[config.mk]
export PLATFORM = sky130hd
export DESIGN_NAME = sv32_mmu
export DESIGN_NICKNAME = d
export VERILOG_FILES = /design/src/hw/mmu_pkg.sv /design/src/hw/tlb.sv /design/src/hw/page_table_walker.sv /design/src/hw/mmu_ctrl.sv /design/src/hw/sv32_mmu.sv
export SDC_FILE = /design/constraint.sdc
export NUM_CORES = 1
export LEC_CHECK = 0
export ABC_AREA = 1
export BUFFER_PORTS_ARGS = -buffer_cell sky130_fd_sc_hd__buf_2
export CAP_MARGIN = 20
export CORE_ASPECT_RATIO = 1.2
export CORE_MARGIN = 2
export CORE_UTILIZATION = 25
export DETAILED_ROUTE_END_ITERATION = 6
export PLACE_DENSITY = 0.39
export SETUP_SLACK_MARGIN = 0.1
export SLEW_MARGIN = 15
export SYNTH_ARGS = -nofsm -noshare
export SYNTH_HDL_FRONTEND = slang
export SYNTH_SLANG_ARGS = --single-unit
[constraint.sdc]
create_clock -name clk -period 11.45 [get_ports clk]
set_input_delay 0.5725 -clock clk [delete_from_list [all_inputs] [get_ports clk]]
set_output_delay 0.5725 -clock clk [all_outputs]
set_load 0.05 [all_outputs]
[src/hw/mmu_pkg.sv]
`default_nettype none

package mmu_pkg;

    // Machine word, used for virtual and physical addresses and PTEs
    typedef logic [31:0] xlen_t;

    // Virtual page number {VPN[1], VPN[0]}
    typedef logic [19:0] vpn_t;

    // One level of the VPN
    typedef logic [9:0]  vpn_idx_t;

    // Physical page number as stored in a PTE
    typedef logic [21:0] ppn_t;

    // Low byte of an Sv32 PTE, V at bit 0
    typedef struct packed {
        logic d;
        logic a;
        logic g;
        logic u;
        logic x;
        logic w;
        logic r;
        logic v;
    } pte_flags_t;

    // Privilege levels as encoded in mstatus.MPP
    typedef enum logic [1:0] {
        PRIV_U = 2'b00,
        PRIV_S = 2'b01,
        PRIV_M = 2'b11
    } priv_t;

    // Exception causes
    typedef logic [3:0] fault_code_t;

    localparam fault_code_t FAULT_INST_PAGE  = 4'd12;
    localparam fault_code_t FAULT_LOAD_PAGE  = 4'd13;
    localparam fault_code_t FAULT_STORE_PAGE = 4'd15;

    localparam int PAGE_OFFSET_W = 12;
    localparam int PTE_BYTES     = 4;

    // True when the access may use a page with these flags
    // S-mode may touch U pages; A and D are not checked
    function automatic logic pte_perm_ok(
        input pte_flags_t flags,
        input priv_t      priv,
        input logic       is_write,
        input logic       is_execute
    );
        logic ok;
        ok = 1'b1;
        // Reserved encoding
        if (flags.w && !flags.r)
            ok = 1'b0;
        if (priv == PRIV_U && !flags.u)
            ok = 1'b0;
        // Load
        if (!is_write && !is_execute && !flags.r)
            ok = 1'b0;
        // Store
        if (is_write && !flags.w)
            ok = 1'b0;
        // Fetch
        if (is_execute && !flags.x)
            ok = 1'b0;
        return ok;
    endfunction

endpackage

`default_nettype wire

[src/hw/tlb.sv]
`timescale 1ns/1ps
`default_nettype none

module tlb #(
    parameter int TLB_ENTRIES = 8
) (
    input  wire logic                clk,
    input  wire logic                rst,
    input  wire mmu_pkg::vpn_t       lookup_vpn_i,
    output logic                     hit_o,
    output mmu_pkg::ppn_t            hit_ppn_o,
    output mmu_pkg::pte_flags_t      hit_flags_o,
    output logic                     hit_superpage_o,
    input  wire logic                fill_i,
    input  wire mmu_pkg::vpn_t       fill_vpn_i,
    input  wire mmu_pkg::ppn_t       fill_ppn_i,
    input  wire mmu_pkg::pte_flags_t fill_flags_i,
    input  wire logic                fill_superpage_i,
    input  wire logic                flush_all_i
);

    import mmu_pkg::*;

    localparam int IDX_W = $clog2(TLB_ENTRIES);

    // Entry storage
    logic [TLB_ENTRIES-1:0] valid_q;
    logic [TLB_ENTRIES-1:0] superpage_q;
    vpn_t                   vpn_q   [TLB_ENTRIES];
    ppn_t                   ppn_q   [TLB_ENTRIES];
    pte_flags_t             flags_q [TLB_ENTRIES];

    // Replacement pointer
    logic [IDX_W-1:0]       rr_ptr_q;

    logic [TLB_ENTRIES-1:0] lookup_match;
    logic [TLB_ENTRIES-1:0] fill_match;
    logic [IDX_W-1:0]       fill_idx;
    logic                   fill_hit;

    // Superpage entries compare VPN[1] only
    function automatic logic entry_match(
        input logic valid,
        input logic superpage,
        input vpn_t entry_vpn,
        input vpn_t vpn
    );
        logic same_vpn1;
        same_vpn1 = (entry_vpn[19:10] == vpn[19:10]);
        if (superpage)
            return valid && same_vpn1;
        return valid && (entry_vpn == vpn);
    endfunction

    always_comb begin
        for (int i = 0; i < TLB_ENTRIES; i++) begin
            lookup_match[i] = entry_match(valid_q[i], superpage_q[i], vpn_q[i], lookup_vpn_i);
            fill_match[i]   = entry_match(valid_q[i], superpage_q[i], vpn_q[i], fill_vpn_i);
        end
    end

    // Lowest matching entry wins
    always_comb begin
        hit_o           = 1'b0;
        hit_ppn_o       = '0;
        hit_flags_o     = '0;
        hit_superpage_o = 1'b0;
        for (int i = TLB_ENTRIES - 1; i >= 0; i--) begin
            if (lookup_match[i]) begin
                hit_o           = 1'b1;
                hit_ppn_o       = ppn_q[i];
                hit_flags_o     = flags_q[i];
                hit_superpage_o = superpage_q[i];
            end
        end
    end

    // Refill in place, else take the round-robin victim
    assign fill_hit = |fill_match;

    always_comb begin
        fill_idx = rr_ptr_q;
        for (int i = TLB_ENTRIES - 1; i >= 0; i--) begin
            if (fill_match[i])
                fill_idx = IDX_W'(i);
        end
    end

    // Flush beats a fill in the same cycle
    always_ff @(posedge clk or posedge rst) begin
        if (rst) begin
            valid_q  <= '0;
            rr_ptr_q <= '0;
        end else if (flush_all_i) begin
            valid_q <= '0;
        end else if (fill_i) begin
            valid_q[fill_idx] <= 1'b1;
            if (!fill_hit)
                rr_ptr_q <= rr_ptr_q + 1'b1;
        end
    end

    always_ff @(posedge clk) begin
        if (fill_i) begin
            vpn_q[fill_idx]       <= fill_vpn_i;
            ppn_q[fill_idx]       <= fill_ppn_i;
            flags_q[fill_idx]     <= fill_flags_i;
            superpage_q[fill_idx] <= fill_superpage_i;
        end
    end

endmodule

`default_nettype wire

[src/hw/page_table_walker.sv]
`timescale 1ns/1ps
`default_nettype none

module page_table_walker (
    input  wire logic           clk,
    input  wire logic           rst,
    input  wire logic           start_i,
    input  wire mmu_pkg::vpn_t  vpn_i,
    input  wire mmu_pkg::ppn_t  root_ppn_i,
    output mmu_pkg::xlen_t      ptw_addr_o,
    output logic                ptw_req_o,
    input  wire mmu_pkg::xlen_t ptw_data_i,
    input  wire logic           ptw_ack_i,
    output logic                done_o,
    output logic                fault_o,
    output mmu_pkg::xlen_t      leaf_pte_o,
    output logic                superpage_o
);

    import mmu_pkg::*;

    typedef enum logic [1:0] {
        ST_IDLE,
        ST_L1_WAIT,
        ST_L2_WAIT,
        ST_REPORT
    } state_t;

    state_t     state_q;

    // Walk context
    vpn_t       vpn_q;
    ppn_t       base_ppn_q;

    // Result
    xlen_t      leaf_pte_q;
    logic       fault_q;
    logic       superpage_q;

    // Fields of the PTE on the read port
    pte_flags_t data_flags;
    ppn_t       data_ppn;
    logic       data_leaf;
    vpn_idx_t   pte_idx;

    assign data_flags = pte_flags_t'(ptw_data_i[7:0]);
    assign data_ppn   = ptw_data_i[31:10];
    assign data_leaf  = data_flags.r || data_flags.x;

    always_ff @(posedge clk or posedge rst) begin
        if (rst) begin
            state_q <= ST_IDLE;
        end else begin
            case (state_q)
                ST_IDLE: begin
                    if (start_i)
                        state_q <= ST_L1_WAIT;
                end
                ST_L1_WAIT: begin
                    // Valid pointer descends, anything else ends the walk
                    if (ptw_ack_i)
                        state_q <= (data_flags.v && !data_leaf) ? ST_L2_WAIT : ST_REPORT;
                end
                ST_L2_WAIT: begin
                    if (ptw_ack_i)
                        state_q <= ST_REPORT;
                end
                default: begin
                    state_q <= ST_IDLE;
                end
            endcase
        end
    end

    always_ff @(posedge clk) begin
        case (state_q)
            ST_IDLE: begin
                if (start_i) begin
                    vpn_q      <= vpn_i;
                    base_ppn_q <= root_ppn_i;
                end
            end
            ST_L1_WAIT: begin
                if (ptw_ack_i) begin
                    // Next table base when this is a pointer
                    base_ppn_q  <= data_ppn;
                    leaf_pte_q  <= ptw_data_i;
                    superpage_q <= 1'b1;
                    // Superpage must be 4 MB aligned
                    fault_q     <= !data_flags.v || (data_leaf && data_ppn[9:0] != '0);
                end
            end
            ST_L2_WAIT: begin
                if (ptw_ack_i) begin
                    leaf_pte_q  <= ptw_data_i;
                    superpage_q <= 1'b0;
                    fault_q     <= !data_flags.v || !data_leaf;
                end
            end
            default: begin
            end
        endcase
    end

    // PTE address is base * page size + index * PTE size
    assign pte_idx    = (state_q == ST_L2_WAIT) ? vpn_q[9:0] : vpn_q[19:10];
    assign ptw_addr_o = xlen_t'({base_ppn_q, {PAGE_OFFSET_W{1'b0}}})
                      + xlen_t'(pte_idx) * xlen_t'(PTE_BYTES);
    assign ptw_req_o  = (state_q == ST_L1_WAIT) || (state_q == ST_L2_WAIT);

    assign done_o      = (state_q == ST_REPORT);
    assign fault_o     = fault_q;
    assign leaf_pte_o  = leaf_pte_q;
    assign superpage_o = superpage_q;

endmodule

`default_nettype wire

[src/hw/mmu_ctrl.sv]
`timescale 1ns/1ps
`default_nettype none

module mmu_ctrl (
    input  wire logic                clk,
    input  wire logic                rst,
    input  wire mmu_pkg::xlen_t      satp_i,
    input  wire mmu_pkg::priv_t      priv_mode_i,
    input  wire logic                translate_req_i,
    input  wire logic                is_write_i,
    input  wire logic                is_execute_i,
    input  wire mmu_pkg::xlen_t      vaddr_i,
    output mmu_pkg::xlen_t           paddr_o,
    output logic                     translate_done_o,
    output logic                     page_fault_o,
    output mmu_pkg::fault_code_t     fault_code_o,
    output mmu_pkg::vpn_t            lookup_vpn_o,
    input  wire logic                hit_i,
    input  wire mmu_pkg::ppn_t       hit_ppn_i,
    input  wire mmu_pkg::pte_flags_t hit_flags_i,
    input  wire logic                hit_superpage_i,
    output logic                     fill_o,
    output mmu_pkg::vpn_t            fill_vpn_o,
    output mmu_pkg::ppn_t            fill_ppn_o,
    output mmu_pkg::pte_flags_t      fill_flags_o,
    output logic                     fill_superpage_o,
    output logic                     walk_start_o,
    output mmu_pkg::vpn_t            walk_vpn_o,
    input  wire logic                walk_done_i,
    input  wire logic                walk_fault_i,
    input  wire mmu_pkg::xlen_t      walk_pte_i,
    input  wire logic                walk_superpage_i
);

    import mmu_pkg::*;

    // Walk in flight
    logic        busy_q;
    logic        paging_on;
    logic        hit_perm_ok;
    logic        walk_perm_ok;
    pte_flags_t  walk_flags;
    ppn_t        walk_ppn;
    fault_code_t access_code;

    // Superpage keeps VPN[0] from the virtual address
    function automatic xlen_t form_paddr(
        input ppn_t  ppn,
        input logic  superpage,
        input xlen_t vaddr
    );
        logic [33:0] full;
        if (superpage)
            full = {ppn[21:10], vaddr[21:0]};
        else
            full = {ppn, vaddr[PAGE_OFFSET_W-1:0]};
        return full[31:0];
    endfunction

    assign paging_on  = satp_i[31];
    assign walk_flags = pte_flags_t'(walk_pte_i[7:0]);
    assign walk_ppn   = walk_pte_i[31:10];

    assign hit_perm_ok  = pte_perm_ok(hit_flags_i, priv_mode_i, is_write_i, is_execute_i);
    assign walk_perm_ok = pte_perm_ok(walk_flags, priv_mode_i, is_write_i, is_execute_i);

    // Fetch first, then store, then load
    assign access_code = is_execute_i ? FAULT_INST_PAGE :
                         is_write_i   ? FAULT_STORE_PAGE : FAULT_LOAD_PAGE;

    // Request fields stay stable until done, so no copy is kept
    assign lookup_vpn_o = vaddr_i[31:12];
    assign walk_vpn_o   = vaddr_i[31:12];

    // TLB refill straight from the leaf
    assign fill_vpn_o       = vaddr_i[31:12];
    assign fill_ppn_o       = walk_ppn;
    assign fill_flags_o     = walk_flags;
    assign fill_superpage_o = walk_superpage_i;

    always_comb begin
        paddr_o          = '0;
        translate_done_o = 1'b0;
        page_fault_o     = 1'b0;
        fault_code_o     = '0;
        walk_start_o     = 1'b0;
        fill_o           = 1'b0;
        if (walk_done_i) begin
            // Walk result, TLB written on this edge
            translate_done_o = 1'b1;
            if (walk_fault_i || !walk_perm_ok) begin
                page_fault_o = 1'b1;
                fault_code_o = access_code;
            end else begin
                paddr_o = form_paddr(walk_ppn, walk_superpage_i, vaddr_i);
                fill_o  = 1'b1;
            end
        end else if (translate_req_i && !busy_q) begin
            if (!paging_on) begin
                // Bare mode
                paddr_o          = vaddr_i;
                translate_done_o = 1'b1;
            end else if (hit_i) begin
                translate_done_o = 1'b1;
                if (hit_perm_ok) begin
                    paddr_o = form_paddr(hit_ppn_i, hit_superpage_i, vaddr_i);
                end else begin
                    page_fault_o = 1'b1;
                    fault_code_o = access_code;
                end
            end else begin
                // Miss
                walk_start_o = 1'b1;
            end
        end
    end

    always_ff @(posedge clk or posedge rst) begin
        if (rst)
            busy_q <= 1'b0;
        else if (walk_start_o)
            busy_q <= 1'b1;
        else if (walk_done_i)
            busy_q <= 1'b0;
    end

endmodule

`default_nettype wire

[src/hw/sv32_mmu.sv]
`timescale 1ns/1ps
`default_nettype none

module sv32_mmu #(
    parameter int TLB_ENTRIES = 8
) (
    input  wire logic            clk,
    input  wire logic            rst,
    input  wire mmu_pkg::xlen_t  satp_i,
    input  wire mmu_pkg::priv_t  priv_mode_i,
    input  wire logic            translate_req_i,
    input  wire logic            is_write_i,
    input  wire logic            is_execute_i,
    input  wire mmu_pkg::xlen_t  vaddr_i,
    output mmu_pkg::xlen_t       paddr_o,
    output logic                 translate_done_o,
    output logic                 page_fault_o,
    output mmu_pkg::fault_code_t fault_code_o,
    output mmu_pkg::xlen_t       ptw_addr_o,
    output logic                 ptw_req_o,
    input  wire mmu_pkg::xlen_t  ptw_data_i,
    input  wire logic            ptw_ack_i,
    input  wire logic            flush_all_i
);

    import mmu_pkg::*;

    // TLB lookup
    vpn_t       lookup_vpn;
    logic       tlb_hit;
    ppn_t       tlb_hit_ppn;
    pte_flags_t tlb_hit_flags;
    logic       tlb_hit_superpage;

    // TLB fill
    logic       tlb_fill;
    vpn_t       tlb_fill_vpn;
    ppn_t       tlb_fill_ppn;
    pte_flags_t tlb_fill_flags;
    logic       tlb_fill_superpage;

    // Walker handshake
    logic       walk_start;
    vpn_t       walk_vpn;
    logic       walk_done;
    logic       walk_fault;
    xlen_t      walk_pte;
    logic       walk_superpage;

    mmu_ctrl u_ctrl (
        .clk              (clk),
        .rst              (rst),
        .satp_i           (satp_i),
        .priv_mode_i      (priv_mode_i),
        .translate_req_i  (translate_req_i),
        .is_write_i       (is_write_i),
        .is_execute_i     (is_execute_i),
        .vaddr_i          (vaddr_i),
        .paddr_o          (paddr_o),
        .translate_done_o (translate_done_o),
        .page_fault_o     (page_fault_o),
        .fault_code_o     (fault_code_o),
        .lookup_vpn_o     (lookup_vpn),
        .hit_i            (tlb_hit),
        .hit_ppn_i        (tlb_hit_ppn),
        .hit_flags_i      (tlb_hit_flags),
        .hit_superpage_i  (tlb_hit_superpage),
        .fill_o           (tlb_fill),
        .fill_vpn_o       (tlb_fill_vpn),
        .fill_ppn_o       (tlb_fill_ppn),
        .fill_flags_o     (tlb_fill_flags),
        .fill_superpage_o (tlb_fill_superpage),
        .walk_start_o     (walk_start),
        .walk_vpn_o       (walk_vpn),
        .walk_done_i      (walk_done),
        .walk_fault_i     (walk_fault),
        .walk_pte_i       (walk_pte),
        .walk_superpage_i (walk_superpage)
    );

    tlb #(
        .TLB_ENTRIES (TLB_ENTRIES)
    ) u_tlb (
        .clk              (clk),
        .rst              (rst),
        .lookup_vpn_i     (lookup_vpn),
        .hit_o            (tlb_hit),
        .hit_ppn_o        (tlb_hit_ppn),
        .hit_flags_o      (tlb_hit_flags),
        .hit_superpage_o  (tlb_hit_superpage),
        .fill_i           (tlb_fill),
        .fill_vpn_i       (tlb_fill_vpn),
        .fill_ppn_i       (tlb_fill_ppn),
        .fill_flags_i     (tlb_fill_flags),
        .fill_superpage_i (tlb_fill_superpage),
        .flush_all_i      (flush_all_i)
    );

    // Root table from satp.PPN
    page_table_walker u_ptw (
        .clk         (clk),
        .rst         (rst),
        .start_i     (walk_start),
        .vpn_i       (walk_vpn),
        .root_ppn_i  (satp_i[21:0]),
        .ptw_addr_o  (ptw_addr_o),
        .ptw_req_o   (ptw_req_o),
        .ptw_data_i  (ptw_data_i),
        .ptw_ack_i   (ptw_ack_i),
        .done_o      (walk_done),
        .fault_o     (walk_fault),
        .leaf_pte_o  (walk_pte),
        .superpage_o (walk_superpage)
    );

endmodule

`default_nettype wire

==> results.md <==
* Status: complete, no violations
* Vias in the first global route at approximately 13000
* Critical Path Sink Type: output pin
* Grt total ovfl at 0
* Final Cycle Share at 0.520
* Worst-path clk slew at around 0.06 ns
* Fill count at 7964
* Pre-antenna DRT Iters at 7
* First-pass GRT wire length at just under 90 mm
* Initial detailed-routing violation count at slightly below 800
* Synth top area cells: edfxtp_1 (66%), nand2_1 (9.9%), nor2_1 (2.8%)
* Largest net degree at the start of global routing at 38
* Placed cells at just under 3000
* Routed vias at between 10000 and 15000
* Number of CTS-inserted buffers at 50
* Synth-to-layout area growth at 18.2%
* Synth Register Bits at 440
* Worst path max stage delay at 0.57 ns
* Worst vdd ir at roughly 0.00011 V
* Crit path DAT at 5.39 ns
* Crit path kind: input port to output pin
* Root Buffer Master: clkbuf_16
* Core box area at roughly 77000 sq um
* Slew @ Worst Pin at roughly 1 ns
* Synth async-reset ratio at 0.0318
* HP Class: input port to async pin
* Hold_buf cts at 0
* Die width at around 260 um
* Die area at roughly 80000 sq um
* Most numerous cell in the Yosys netlist: nand2_1
* Initial Util at 0.251
* Final Max Slew Viols at 0
* Post-CTS Setup Bufs at 0
* Critical path fanouts, max at 37
* DP Worst Slack at around 5.4 ns
* Clock Path Buffers at 3
* R2r setup slk at 6.88 ns
* Final hold vios at 0
* WL per Instance at just over 20 um
* Rel. slew slack at 0.326
* Final WL at about 62 mm
* Post-synth EDFFs at approximately 430
* Max cap viols at 0
* CTS tree: done
* DRC Markers at 0
* Critical Path Source Type: input port
* Syn avg cell area at 11.0 sq um
* Chip height at slightly above 300 um
* Top-level I/O count at ~180
* Fmax at between 150 and 200 MHz
* Post-synth cell types at 54
* Vias/cell at between 4 and 5
* # setup viols final at 0
* CP max stage cell: a21oi_2
* Non-filler cells, final at roughly 3000
* Antenna Nets Post-Route at 0
* Initial antenna violation count at 2
* Latest clock arrival within the worst-skew pair at a little over 0.6 ns
* Crit path cell chain: buf_2, inv_2, nand2_1, nand2_1, nor3_1, nand3_1, a21oi_2, inv_2, nand2_1, nor2_1, nand2_1, nand2_1, nand2_1, nand2_1, nor2_1, nand2_1, nand2_2, nand2_2, o21ai_0, buf_2
* H-tree levels at 2
* Sequential cell area at approximately 13000 sq um
* Pleak at between 8 and 9 nW
* Final Wtd Congestion at around 0.76
* ANT cells at 0
* Area of the multi-input gates at 5370 sq um
* CTS-repair resized insts at 0
* Most used cell, CP: nand2_1
* Global Route Usage Sum at 0.153
* Fin crit period at around 6.0 ns
* Clk_skew at ~0.038 ns
* Layout cells sized above 1 at 0.176
* Prevailing post-synth register cell: edfxtp_1
* Share of the synthesized area in the top cell type at 0.658
* Fin Setup TNS at 0 ns
* Ys Warns at 0
* Post-layout net count at ~2000
* Cells after Synth at around 1800
* Post-Syn Area at just under 20000 sq um
* IO Port Bufs at about 160
* WP data required at between 10 and 15 ns
* Fin worst setup slack at 5.49 ns
* Yosys top cell by area: edfxtp_1
* Seq/Total Area, Yosys at 0.676
* Site Rows at 112
* Clock sinks at 440
* Most frequent cells after synthesis: nand2_1 (515), edfxtp_1 (426), nor2_1 (146)
* RSZ-0062 raised after global routing: false
* PwrDens at around 150 nW/um^2
* Post-DP HPWL at ~40 mm
[worst paths after layout]
path                       cells after the start                            end                         start
max in group asynchronous                      2   u_tlb.valid_q[7]$_DFFE_PP0P_                           rst
hold / removal                                 2   u_ptw.state_q[1]$_DFFE_PP0P_                           rst
setup reg to reg                              13   u_tlb.vpn_q[2][19]$_DFFE_PP_  u_tlb.vpn_q[1][18]$_DFFE_PP_
hold reg to reg                                2   u_tlb.valid_q[0]$_DFFE_PP0P_  u_tlb.valid_q[0]$_DFFE_PP0P_
min in group clk                               1  u_ptw.leaf_pte_o[4]$_DFFE_PP_                 ptw_data_i[4]
setup / recovery                              20                    paddr_o[22]                   vaddr_i[26]
[cells in the final DEF (no fill, tap or decap), types with 7 or more instances in the layout]
master     netlist  final
nand2_1        515    515
edfxtp_1       426    426
buf_2           15    155
nor2_1         146    141
inv_1          141    138
a21oi_1         80     79
o21ai_0         74     74
clkbuf_16        0     50
nand3_1         45     45
xnor2_1         39     39
buf_4           18     29
or2_2           24     24
xor2_1          21     21
inv_2           17     20
nand4_1         15     15
dfrtp_1         14     14
nor3_1          13     13
o22ai_1         13     13
clkbuf_1        27     13
clkinv_1         1     12
o211ai_1        11     11
o221a_2         10     10
o21bai_1         9      9
o21ai_2          9      9
or2_1            7      7
a21boi_1         7      7
[cell families after synthesis]
| logic type | after synthesis | synth area share |
|---|---|---|
| flops | 440 | 0.676 |
| simple gates | 788 | 0.166 |
| compound gates | 236 | 0.0751 |
| other cells | 1 | 0.000193 |
| fa+ha+maj | 5 | 0.00322 |
| mux | 3 | 0.00161 |
| xor+xnor | 60 | 0.0270 |
| buf+inv | 227 | 0.0504 |
[power by group]
group          total, mW  internal, mW          switching [mW]
Clock               1.55         0.867                   0.679
Combinational      0.110        0.0327                  0.0769
Sequential          1.75          1.75  0.00000000000000000545
Total               3.41          2.65                   0.756
[critical path, delay by kind of cell]
kind,cells,cell delay [ns]
simple gates,14,2.43
buf+inv,4,1.42
compound gates,2,0.88
[per-layer routing]
layer / wire (um) / GRT usage / up-vias
li1: - / - / 6288
met1: 27300 / 0.196 / 6380
met2: 31600 / 0.273 / 213
met3: 2020 / 0.0208 / 75
met4: 1200 / 0.0360 / 0
met5: 0 / 0 / -
[sequential cells by signal, indices dropped and copies added (netlist names)]
name / flops
u_ptw.fault_o: 1
u_tlb.vpn_q: 160
u_ptw.vpn_q: 20
u_tlb.superpage_q: 8
u_ptw.superpage_o: 1
u_ptw.state_q: 2
u_ptw.leaf_pte_o: 24
u_tlb.rr_ptr_q: 3
u_tlb.flags_q: 32
u_tlb.ppn_q: 160
u_ptw.base_ppn_q: 20
u_tlb.valid_q: 8
u_ctrl.busy_q: 1
[through the flow]
step | power (mW) | cell area [sq um] | hold WS, ns | util
after floorplan | 1.84 | 19400 | 0.460 | -
after global placement | 1.90 | 21400 | 0.482 | 0.276
after detailed placement | 1.90 | 21400 | 0.492 | 0.277
after CTS | 3.46 | 23000 | 0.114 | 0.297
after global routing | 3.52 | 23000 | 0.115 | 0.297
final | 3.41 | 23000 | 0.136 | 0.297
[final cells by class]
| cell class | instances | area share |
|---|---|---|
| Multi-Input combinational cell | 1094 | 0.234 |
| Clock inverter | 26 | 0.00975 |
| Inverter | 160 | 0.0263 |
| Clock buffer | 65 | 0.0578 |
| Tap cell | 1026 | 0.0559 |
| Timing Repair Buffer | 185 | 0.0439 |
| Sequential cell | 440 | 0.572 |
Power figures use the tool's default switching activity.
